`config.mk`:
```
export PLATFORM = sky130hd
export DESIGN_NAME = mem_test_top
export DESIGN_NICKNAME = d
export VERILOG_FILES = /design/src/hdl/mem_test_pkg.sv /design/src/hdl/word_bus_if.sv /design/src/hdl/line_bus_if.sv /design/src/hdl/mem_test_gen.sv /design/src/hdl/axi_width_adapter.sv /design/src/hdl/line_memory.sv /design/src/hdl/mem_test_top.sv
export VERILOG_INCLUDE_DIRS = /design/src /design/src/hdl
export SDC_FILE = /design/constraint.sdc
export NUM_CORES = 2
export LEC_CHECK = 0
export BUFFER_PORTS_ARGS = -buffer_cell sky130_fd_sc_hd__buf_2
export CORE_ASPECT_RATIO = 0.8
export CORE_MARGIN = 4
export CORE_UTILIZATION = 55
export CTS_BUF_LIST = sky130_fd_sc_hd__clkbuf_4 sky130_fd_sc_hd__clkbuf_8 sky130_fd_sc_hd__clkbuf_16
export CTS_CLUSTER_SIZE = 10
export DETAILED_ROUTE_END_ITERATION = 10
export PLACE_DENSITY = 0.81
export SLEW_MARGIN = 20
export SYNTH_ARGS = -nofsm -noshare
export SYNTH_HDL_FRONTEND = slang
export SYNTH_HIERARCHICAL = 1
export SYNTH_SLANG_ARGS = --single-unit
```
`constraint.sdc`:
```
create_clock -name init_calib_complete -period 31.6 [get_ports init_calib_complete]
set_clock_uncertainty 0.1 [all_clocks]
set_input_delay 3.16 -clock init_calib_complete [delete_from_list [all_inputs] [get_ports init_calib_complete]]
set_output_delay 3.16 -clock init_calib_complete [all_outputs]
set_load 0.005 [all_outputs]
```
`src/hdl/mem_test_settings.svh`:
```
`ifndef MEM_TEST_SETTINGS_SVH
`define MEM_TEST_SETTINGS_SVH

// one data word on the requester side
`define MEM_TEST_WORD_W 32

// one memory line, stands in for the ddr data path
`define MEM_TEST_LINE_W 128

// words packed into a line
`define MEM_TEST_LANES 4

// lines held by the line memory
`define MEM_TEST_DEPTH_LINES 16

// byte address, covers depth times line bytes
`define MEM_TEST_ADDR_W 8

`endif

```
`src/hdl/mem_test_pkg.sv`:
```
`include "mem_test_settings.svh"

package mem_test_pkg;

	// single data word
	typedef logic [`MEM_TEST_WORD_W-1:0] word_t;

	// full line, lane 0 in the low bits
	typedef logic [`MEM_TEST_LINE_W-1:0] line_t;

	// one strobe per byte of a line
	typedef logic [`MEM_TEST_LINE_W/8-1:0] line_strb_t;

	// byte address
	typedef logic [`MEM_TEST_ADDR_W-1:0] addr_t;

	// word position inside a line
	typedef logic [$clog2(`MEM_TEST_LANES)-1:0] lane_t;

	// one extra bit so a full memory of words fits
	typedef logic [$clog2(`MEM_TEST_DEPTH_LINES * `MEM_TEST_LANES):0] count_t;

	// self-test sequence
	typedef enum logic [2:0] {
		gen_idle,
		gen_write,
		gen_read,
		gen_drain,
		gen_done
	} gen_state_t;

endpackage

```
`src/hdl/word_bus_if.sv`:
```
`include "mem_test_settings.svh"

interface word_bus_if;

	// request channel, single beat
	logic req_valid;
	logic req_ready;
	logic req_write;
	mem_test_pkg::addr_t req_addr;
	mem_test_pkg::word_t req_wdata;

	// read response channel, in request order
	logic rsp_valid;
	logic rsp_ready;
	mem_test_pkg::word_t rsp_rdata;

	// traffic generator side
	modport requester (
		output req_valid, req_write, req_addr, req_wdata, rsp_ready,
		input req_ready, rsp_valid, rsp_rdata
	);

	// width adapter side
	modport completer (
		input req_valid, req_write, req_addr, req_wdata, rsp_ready,
		output req_ready, rsp_valid, rsp_rdata
	);

endinterface

```
`src/hdl/line_bus_if.sv`:
```
`include "mem_test_settings.svh"

interface line_bus_if;

	// request channel, whole line with byte strobes
	logic req_valid;
	logic req_ready;
	logic req_write;
	logic [$clog2(`MEM_TEST_DEPTH_LINES)-1:0] req_line;
	mem_test_pkg::line_t req_wdata;
	mem_test_pkg::line_strb_t req_strb;

	// read response channel
	logic rsp_valid;
	logic rsp_ready;
	mem_test_pkg::line_t rsp_rdata;

	// width adapter side
	modport requester (
		output req_valid, req_write, req_line, req_wdata, req_strb, rsp_ready,
		input req_ready, rsp_valid, rsp_rdata
	);

	// line memory side
	modport completer (
		input req_valid, req_write, req_line, req_wdata, req_strb, rsp_ready,
		output req_ready, rsp_valid, rsp_rdata
	);

endinterface

```
`src/hdl/mem_test_gen.sv`:
```
module mem_test_gen (
	input logic init_calib_complete,
	input logic sys_resetn,
	input logic start,
	input mem_test_pkg::word_t seed,
	input mem_test_pkg::count_t word_count,
	word_bus_if.requester bus,
	output logic [3:0] led,
	output mem_test_pkg::count_t error_count,
	output mem_test_pkg::word_t last_rdata
);

	mem_test_pkg::gen_state_t state;
	mem_test_pkg::word_t seed_q;
	mem_test_pkg::count_t count_q;
	mem_test_pkg::count_t req_idx;
	mem_test_pkg::count_t rsp_idx;
	mem_test_pkg::word_t expected;
	logic req_valid_q;
	logic start_take;
	logic req_fire;
	logic rsp_fire;
	logic req_last;
	logic rsp_last;

	// word i carries seed xor i copied into every byte
	function automatic mem_test_pkg::word_t pattern(input mem_test_pkg::word_t s,
			input mem_test_pkg::count_t idx);
		logic [7:0] b;
		b = 8'(idx);
		return s ^ {($bits(mem_test_pkg::word_t) / 8){b}};
	endfunction

	// start only counts when no run is active
	assign start_take = start
		&& (state == mem_test_pkg::gen_idle || state == mem_test_pkg::gen_done);
	assign req_fire = bus.req_valid && bus.req_ready;
	assign rsp_fire = bus.rsp_valid && bus.rsp_ready;
	assign req_last = req_idx == count_q - 1'b1;
	assign rsp_last = rsp_idx == count_q - 1'b1;
	assign expected = pattern(seed_q, rsp_idx);

	// request side, word i at byte address 4*i
	assign bus.req_valid = req_valid_q;
	assign bus.req_write = state == mem_test_pkg::gen_write;
	assign bus.req_addr = mem_test_pkg::addr_t'({req_idx, 2'b00});
	assign bus.req_wdata = pattern(seed_q, req_idx);
	// checker never stalls the read data
	assign bus.rsp_ready = 1'b1;

	always_ff @(posedge init_calib_complete) begin
		if (start_take) begin
			seed_q <= seed;
		end
	end

	always_ff @(posedge init_calib_complete or negedge sys_resetn) begin
		if (!sys_resetn) begin
			state <= mem_test_pkg::gen_idle;
			count_q <= '0;
			req_idx <= '0;
			rsp_idx <= '0;
			req_valid_q <= 1'b0;
			error_count <= '0;
			last_rdata <= '0;
		end else begin
			case (state)
				mem_test_pkg::gen_idle, mem_test_pkg::gen_done: begin
					if (start) begin
						// zero words means a full 64-word sweep
						count_q <= (word_count == '0) ?
							mem_test_pkg::count_t'(64) : word_count;
						req_idx <= '0;
						rsp_idx <= '0;
						error_count <= '0;
						req_valid_q <= 1'b1;
						state <= mem_test_pkg::gen_write;
					end
				end
				mem_test_pkg::gen_write: begin
					if (req_fire) begin
						if (req_last) begin
							// valid stays up, next beat is read of word 0
							req_idx <= '0;
							state <= mem_test_pkg::gen_read;
						end else begin
							req_idx <= req_idx + 1'b1;
						end
					end
				end
				mem_test_pkg::gen_read: begin
					if (req_fire) begin
						if (req_last) begin
							req_valid_q <= 1'b0;
							state <= mem_test_pkg::gen_drain;
						end else begin
							req_idx <= req_idx + 1'b1;
						end
					end
				end
				mem_test_pkg::gen_drain: begin
					// wait for the reads still in flight
					if (rsp_fire && rsp_last) begin
						state <= mem_test_pkg::gen_done;
					end
				end
				default: begin
					state <= mem_test_pkg::gen_idle;
				end
			endcase

			// compare each readback against its expected word
			if (rsp_fire) begin
				rsp_idx <= rsp_idx + 1'b1;
				last_rdata <= bus.rsp_rdata;
				if (bus.rsp_rdata != expected) begin
					error_count <= error_count + 1'b1;
				end
			end
		end
	end

	// busy, done, pass, error seen
	assign led[0] = state inside {mem_test_pkg::gen_write, mem_test_pkg::gen_read,
		mem_test_pkg::gen_drain};
	assign led[1] = state == mem_test_pkg::gen_done;
	assign led[2] = state == mem_test_pkg::gen_done && error_count == '0;
	assign led[3] = error_count != '0;

	// stalled request keeps its payload until taken
	a_req_hold: assert property (@(posedge init_calib_complete) disable iff (!sys_resetn)
		bus.req_valid && !bus.req_ready |=> bus.req_valid && $stable(bus.req_write)
			&& $stable(bus.req_addr) && $stable(bus.req_wdata));

	// memory must not answer once the run is idle
	a_no_rsp_idle: assert property (@(posedge init_calib_complete) disable iff (!sys_resetn)
		bus.rsp_valid |-> state != mem_test_pkg::gen_idle);

endmodule

```
`src/hdl/axi_width_adapter.sv`:
```
module axi_width_adapter (
	input logic init_calib_complete,
	input logic sys_resetn,
	word_bus_if.completer word_side,
	line_bus_if.requester line_side
);

	localparam int word_w = $bits(mem_test_pkg::word_t);
	localparam int lane_bytes = word_w / 8;
	localparam int lanes = $bits(mem_test_pkg::line_t) / word_w;
	localparam int byte_off_w = $clog2(lane_bytes);
	localparam int line_lsb = byte_off_w + $bits(mem_test_pkg::lane_t);

	mem_test_pkg::lane_t req_lane;
	// lanes of reads still waiting for their line
	mem_test_pkg::lane_t lane_q [2];
	logic wr_ptr;
	logic rd_ptr;
	logic [1:0] q_count;
	logic q_full;
	logic q_empty;
	logic push;
	logic pop;

	// byte address splits into line index, lane and byte offset
	assign req_lane = word_side.req_addr[byte_off_w +: $bits(mem_test_pkg::lane_t)];
	assign line_side.req_line = word_side.req_addr[$bits(mem_test_pkg::addr_t)-1:line_lsb];

	assign q_full = q_count == 2'd2;
	assign q_empty = q_count == 2'd0;

	// requests pass straight through unless the queue is full
	assign line_side.req_valid = word_side.req_valid && !q_full;
	assign word_side.req_ready = line_side.req_ready && !q_full;
	assign line_side.req_write = word_side.req_write;

	// word copied to every lane and the strobes pick the one that lands
	assign line_side.req_wdata = {lanes{word_side.req_wdata}};
	always_comb begin
		line_side.req_strb = '0;
		line_side.req_strb[req_lane * lane_bytes +: lane_bytes] = '1;
	end

	assign push = line_side.req_valid && line_side.req_ready && !line_side.req_write;
	assign pop = line_side.rsp_valid && line_side.rsp_ready;

	// response lane comes from the oldest queued read
	assign word_side.rsp_valid = line_side.rsp_valid;
	assign line_side.rsp_ready = word_side.rsp_ready;
	assign word_side.rsp_rdata = line_side.rsp_rdata[lane_q[rd_ptr] * word_w +: word_w];

	always_ff @(posedge init_calib_complete) begin
		if (push) begin
			lane_q[wr_ptr] <= req_lane;
		end
	end

	always_ff @(posedge init_calib_complete or negedge sys_resetn) begin
		if (!sys_resetn) begin
			wr_ptr <= 1'b0;
			rd_ptr <= 1'b0;
			q_count <= 2'd0;
		end else begin
			if (push) begin
				wr_ptr <= !wr_ptr;
			end
			if (pop) begin
				rd_ptr <= !rd_ptr;
			end
			// push and pop together leave the count alone
			case ({push, pop})
				2'b10: q_count <= q_count + 2'd1;
				2'b01: q_count <= q_count - 2'd1;
				default: q_count <= q_count;
			endcase
		end
	end

	// every line from memory matches a read sent earlier
	a_rsp_queued: assert property (@(posedge init_calib_complete) disable iff (!sys_resetn)
		line_side.rsp_valid |-> !q_empty);

	// count never passes two and tracks the pointer gap
	a_push_room: assert property (@(posedge init_calib_complete) disable iff (!sys_resetn)
		q_count <= 2'd2 && q_count[0] == (wr_ptr ^ rd_ptr));

endmodule

```
`src/hdl/line_memory.sv`:
```
`include "mem_test_settings.svh"

module line_memory (
	input logic init_calib_complete,
	input logic sys_resetn,
	line_bus_if.completer bus
);

	mem_test_pkg::line_t mem [`MEM_TEST_DEPTH_LINES];
	mem_test_pkg::line_t rsp_data;
	logic rsp_held;
	logic wr_fire;
	logic rd_fire;

	// one response slot, new read only once the old one leaves
	assign bus.req_ready = !rsp_held || bus.rsp_ready;
	assign wr_fire = bus.req_valid && bus.req_ready && bus.req_write;
	assign rd_fire = bus.req_valid && bus.req_ready && !bus.req_write;

	assign bus.rsp_valid = rsp_held;
	assign bus.rsp_rdata = rsp_data;

	// storage and read register
	always_ff @(posedge init_calib_complete) begin
		if (wr_fire) begin
			// byte lanes only where strobed
			for (int b = 0; b < `MEM_TEST_LINE_W / 8; b++) begin
				if (bus.req_strb[b]) begin
					mem[bus.req_line][b*8 +: 8] <= bus.req_wdata[b*8 +: 8];
				end
			end
		end
		if (rd_fire) begin
			rsp_data <= mem[bus.req_line];
		end
	end

	always_ff @(posedge init_calib_complete or negedge sys_resetn) begin
		if (!sys_resetn) begin
			rsp_held <= 1'b0;
		end else if (rd_fire) begin
			rsp_held <= 1'b1;
		end else if (bus.rsp_ready) begin
			rsp_held <= 1'b0;
		end
	end

	// a write always touches at least one byte
	a_strb_set: assert property (@(posedge init_calib_complete) disable iff (!sys_resetn)
		bus.req_valid && bus.req_write |-> bus.req_strb != '0);

endmodule

```
`src/hdl/mem_test_top.sv`:
```
module mem_test_top (
	input logic init_calib_complete,
	input logic sys_resetn,
	input logic start,
	input mem_test_pkg::word_t seed,
	input mem_test_pkg::count_t word_count,
	output logic [3:0] led,
	output mem_test_pkg::count_t error_count,
	output mem_test_pkg::word_t last_rdata
);

	// generator to adapter, 32-bit words
	word_bus_if word_bus ();
	// adapter to memory, 128-bit lines
	line_bus_if line_bus ();

	// pattern writer, reader and checker
	mem_test_gen i_gen (
		.init_calib_complete(init_calib_complete),
		.sys_resetn(sys_resetn),
		.start(start),
		.seed(seed),
		.word_count(word_count),
		.bus(word_bus.requester),
		.led(led),
		.error_count(error_count),
		.last_rdata(last_rdata)
	);

	// 32 to 128 lane steering
	axi_width_adapter i_adapter (
		.init_calib_complete(init_calib_complete),
		.sys_resetn(sys_resetn),
		.word_side(word_bus.completer),
		.line_side(line_bus.requester)
	);

	// stand-in for the ddr controller
	line_memory i_mem (
		.init_calib_complete(init_calib_complete),
		.sys_resetn(sys_resetn),
		.bus(line_bus.completer)
	);

endmodule

```
# == Word level (Yosys, flattened, before mapping) ==
# Memory sizes are Yosys's and may differ from the RTL's. A register that Yosys moved wholly into a read port is not among the register bits.
# Index checks and enable logic that the tools add are counted.
# W data, S select, Z words.
# op_classes
add_sub_neg,7
n_eq_ne,17
shift,3
mux,75
bitwise,3
n_reduce_logical,27
# op_table
operator,count
$shiftx A128 B8 Y32,1
$mux W7,12
$xor A32 B31 Y32,2
$mux W1,53
$neg A4 Y34,1
$shift A4 B34 Y16 const A,1
$shiftx A4 B34 Y16 const A,1
$ne A32 B32 Y1,1
$add A7 B1 Y7 const B,3
$pmux W7 S3,1
$mux W3,6
$and A16 B16 Y16,1
$eq A7 B7 Y1,2
$logic_not A7 Y1,2
$pmux W3 S4,1
$ne A2 B1 Y1 const B,4
$reduce_bool A2 Y1,4
$reduce_bool A7 Y1,1
$sub A7 B1 Y7 const B,1
$eq A3 B2 Y1 const B,2
$logic_and A1 B1 Y1,6
$ne A2 B2 Y1 const B,3
$reduce_and A6 Y1,1
$reduce_bool A3 Y1,2
other kinds (15),20
# totals
register_bits,101
ram_bits,2052
input_bits,42
output_inout_bits,43
word_cells,146
mem_count,2
# memory_table
name,depth,width,rd,rd_ports_with_merged_regs,write_ports,line,rtl
i_mem.mem,16,128,1,1,1,line_memory.sv:9,mem_test_pkg::line_t mem [`MEM_TEST_DEPTH_LINES];
i_adapter.lane_q,2,2,1,0,1,axi_width_adapter.sv:16,mem_test_pkg::lane_t lane_q [2];

# == Longest topological paths before layout ==
# logic_depth
ltp_word,6
depth_mapped,13
mapped_depth_nobuf,9

# == By module ==
# The synthesis kept the hierarchy.
# modules_own_cells
module,n_inst,cells_per_inst,area_each_um2,seq_area_each_um2
line_memory,1,3584,81558.2,65367.7
mem_test_gen,1,448,5116.2,2562.5
axi_width_adapter,1,214,2252.2,220.2

# == Worst setup path before layout ==
# OpenSTA, ideal clock, no wires.
# synth_timing
path_type,register to register
start,register i_gen.state[0]
end,"register i_mem.rsp_data[0] (netlist: i_mem/bus.rsp_rdata[0]), read port of i_mem.mem (enable)"
setup_ns,0.799
arrival_time_ns,10.018
required_time_ns,30.701
slack_ns,20.683
path_stages_with_launch,6
path_buffers,2
synth_period_minus_slack_ns,10.917
path_cell_list,dfrtp_1 -> clkbuf_1 -> nand2b_1 -> nor2_1 -> buf_4 -> nor3b_1
# synth_between
elab_chain_len,3
# synth_rtl
element,line,rtl
"start, declared",mem_test_gen.sv:13,mem_test_pkg::gen_state_t state;
"start signal, assigned",mem_test_gen.sv:59,state <= mem_test_pkg::gen_idle;
"start signal, assigned",mem_test_gen.sv:77,state <= mem_test_pkg::gen_write;
"start signal, assigned",mem_test_gen.sv:85,state <= mem_test_pkg::gen_read;
$eq A3 B1 Y1,mem_test_gen.sv:45,assign bus.req_write = state == mem_test_pkg::gen_write;
net word_bus.req_write,word_bus_if.sv:8,logic req_write;
$logic_not A1 Y1,line_memory.sv:18,assign rd_fire = bus.req_valid && bus.req_ready && !bus.req_write;
$logic_and A1 B1 Y1,line_memory.sv:18,
net i_mem.rd_fire,line_memory.sv:13,logic rd_fire;
"end, declared",line_memory.sv:10,mem_test_pkg::line_t rsp_data;
# The timed path passes the listed nets, and every way through them passes these cells.
# A chain may end at the register's enable or synchronous reset.

# == Worst setup path after layout ==
# layout_timing
start,register i_gen.state[1]
end,output led[0]
# layout_between
elab_chain_len,2
elab_cells_between_ends,4
cone_classes,3 x eq/ne; 1 x reduce/logical
# layout_rtl
element,line,rtl
$eq A3 B1 Y1 / $eq A3 B2 Y1 (equally long branches),mem_test_gen.sv:124,"assign led[0] = state inside {mem_test_pkg::gen_write, mem_test_pkg::gen_read,"
$reduce_bool A3 Y1 (*),mem_test_gen.sv:124,
"end, declared",mem_test_top.sv:7,"output logic [3:0] led,"
# Every way passes the cells marked *; elsewhere a longest branch is shown, timed or not.

==> run summary <==
Wire length of the first global-routing pass: 340800 µm. Each instance of the synthesized netlist takes up on average 20.95 µm². Hold timing on the final database bottoms out at a slack of 400.7 ps. The DRC marker count from the first detailed-route iteration was 7767. At the end of routability-driven placement, the weighted congestion stood at 0.8485. The logs give 0 for the post-CTS setup buffer count and 9959 for the fill cell instance count of the final layout. The clock buffer count from CTS came out at 278. The post-synth net total is 4291, and the area of the die is 168200 µm². For this run, design rule violations remaining after detail routing come to 0.

The horizontal die dimension is 457.5 µm, and the required time at the worst-slack endpoint is 28340 ps. The overall overflow remaining after global route is 0, and the CTS clock-pin slew for the worst setup and hold paths is 60 ps. The path class of the tightest hold or removal check is reg2reg. The tree is rooted in a sky130_fd_sc_hd__clkbuf_16. The signed area change from the synthesized netlist to the final layout is 10.87%. Total number of vias: 45.49k.

The share of the clock period used by the worst path was 0.1775. The tools report the final number of max-transition violations as 0. The post-layout net count came out at 4333. On the worst path, the slowest cell contributes a delay of 570 ps. The final setup violation count was 0.

The arrival time of the worst setup path is 2350 ps. Setup repair after global routing left no endpoint under its margin. Entering global routing, the biggest net connects 171 pins.

Prior to clock tree synthesis, the placed netlist has a worst setup slack of 26320 ps. The cell count after synthesis came out at 4243. The total track usage was 0.2820; the total power density per cell area was 93.68 nW/µm².

In the layout the commonest cells are sky130_fd_sc_hd__edfxtp_1 (2212), sky130_fd_sc_hd__mux4_2 (542), sky130_fd_sc_hd__clkbuf_16 (285). The clock reaches the later pin of the worst-skew pair after 910 ps. The worst setup path is launched from a flop. For the initial core utilization, the log shows 0.5558. Among all stages on the critical path, the largest delay is contributed by sky130_fd_sc_hd__nor2_1.

The setup slack of the critical path after layout was 25990 ps. The logs give 0 for the number of max-cap violations and 12 for the number of antenna violations at the first check in global routing. The tools report the worst-case headroom to the max-slew limit as 0.1718. Measured along the y axis, the die boundary spans 367.6 µm. Summed over all layers, the routed wires come to 234900 µm. The critical path is of the reg2out type.

Number of placed instances with taps included: 6132. Detailed placement ended at an HPWL of 121200 µm. The run finished with clean final reports. After synthesis the cells add up to 88910 µm².

The fraction of final layout cells with drive strength greater than 1 was 0.2671. The worst setup path is captured at an output port. The clock passes through at most 4 buffers. For this design the top-level I/O count stands at 85. The tools report the number of search-and-repair iterations in the first detailed-routing pass as 9.

The maximum fanout count along the critical path is 9, and the final sum of negative setup slack is 0 ps. The synthesis warning total was 6. TritonCTS built the clock tree. The maximum clock frequency is 0.1783 GHz, and the floorplan row count is 131. Leading cell type in the layout, fill and taps excluded: sky130_fd_sc_hd__edfxtp_1. Traced cell by cell, the critical path runs through nor2_1, nor2_1, buf_2. The floorplan step defined a core boundary enclosing 160000 µm². The run gives 0 as the number of antenna-violating nets in the routed design.

During placement, the flow inserted port buffers numbering 84. The cell that appears most often on the critical path is sky130_fd_sc_hd__nor2_1. After the flow finishes, the layout carries non-filler instances totaling 6495. After detailed routing, the average wire length per cell comes to 36.17 µm. The run gives 0 as the number of hold violations in the final report. For this design, the CTS-stage hold fixing added 0 buffers. The post-CTS resize count was 0.

The via count of the first global-routing pass is 46.24k, and the level count of the clock H-tree is 5. In the routed layout, each cell is associated on average with a via count of 7.004. Counting I/O delays and the setup requirement, the final critical path takes 5608 ps.

For the pin with the worst max-slew slack, the measured transition is 1242 ps. For this design, the sink count on the clock tree is 2281. The peak supply drop is 0.00008563 V, and the leakage component of the power is 0.03069 µW.
[sequential cells by signal (all words and copies together), names as in the netlist, 4 cells and up]
register / cells
i_mem/bus.rsp_rdata: 128
i_gen/last_rdata: 32
i_gen/count_q: 7
i_gen/req_idx: 7
i_gen/rsp_idx: 7
i_adapter/lane_q: 4
i_gen/seed_q: 32
i_mem/mem: 2048
i_gen/error_count: 7
[metal layers]
layer	routed length (µm)	part of all wire	track usage
met2	110600	0.47	0.4324
met1	77750	0.33	0.3743
met4	12860	0.055	0.1330
met5	94	0.00040	0
met3	33650	0.14	0.08660
[worst max-delay path: cells and delay by family, from the launching register on]
family	cells	cell delay, ps
simple gates	2	730
flops	1	510
buf+inv	1	240
[metrics by stage]
stage	utilization	power [µW]	cell area [µm²]
2_1_floorplan	-	5616	88910
5_1_grt	0.6161	9496	98560
6_report	0.6162	9234	98570
3_3_place_gp	0.5678	6271	90830
3_5_place_dp	0.5678	6339	90840
4_1_cts	0.6158	9203	98510
[cell type report]
class                           count  area (µm²)  area share
Antenna cell                        5       12.51   0.0001269
Inverter                           13       48.80   0.0004950
Multi-Input combinational cell   1547       18920      0.1920
Clock inverter                      4       35.03   0.0003554
Sequential cell                  2281       68160      0.6915
Tap cell                         2128        2663     0.02701
Timing Repair Buffer              164        1085     0.01101
Clock buffer                      353        7642     0.07753
[where the power goes]
group | switching, µW | total (µW) | internal (µW) | leakage (µW)
logic | 1480 | 2340 | 856 | 0.00607
registers | 205 | 4080 | 3870 | 0.0208
clock network | 1150 | 2820 | 1670 | 0.00384
[path summary, 6_finish.rpt]
| path | cells past startpoint | slack [ps] | end | start |
|---|---|---|---|---|
| max | 3 | 25990 | led[0] | i_gen/state[1] |
| min | 1 | 400 | i_adapter/q_count[1] | i_adapter/q_count[1] |
| max reg2reg | 10 | 26380 | i_gen/error_count[1] | i_adapter/rd_ptr |
| min reg2reg | 1 | 400 | i_adapter/q_count[1] | i_adapter/q_count[1] |
| max in group asynchronous | 2 | 28120 | i_gen/req_idx[2] | sys_resetn |
| min in group asynchronous | 1 | 2010 | i_gen/error_count[0] | sys_resetn |
Note: power is estimated with default switching activity, not from simulation.
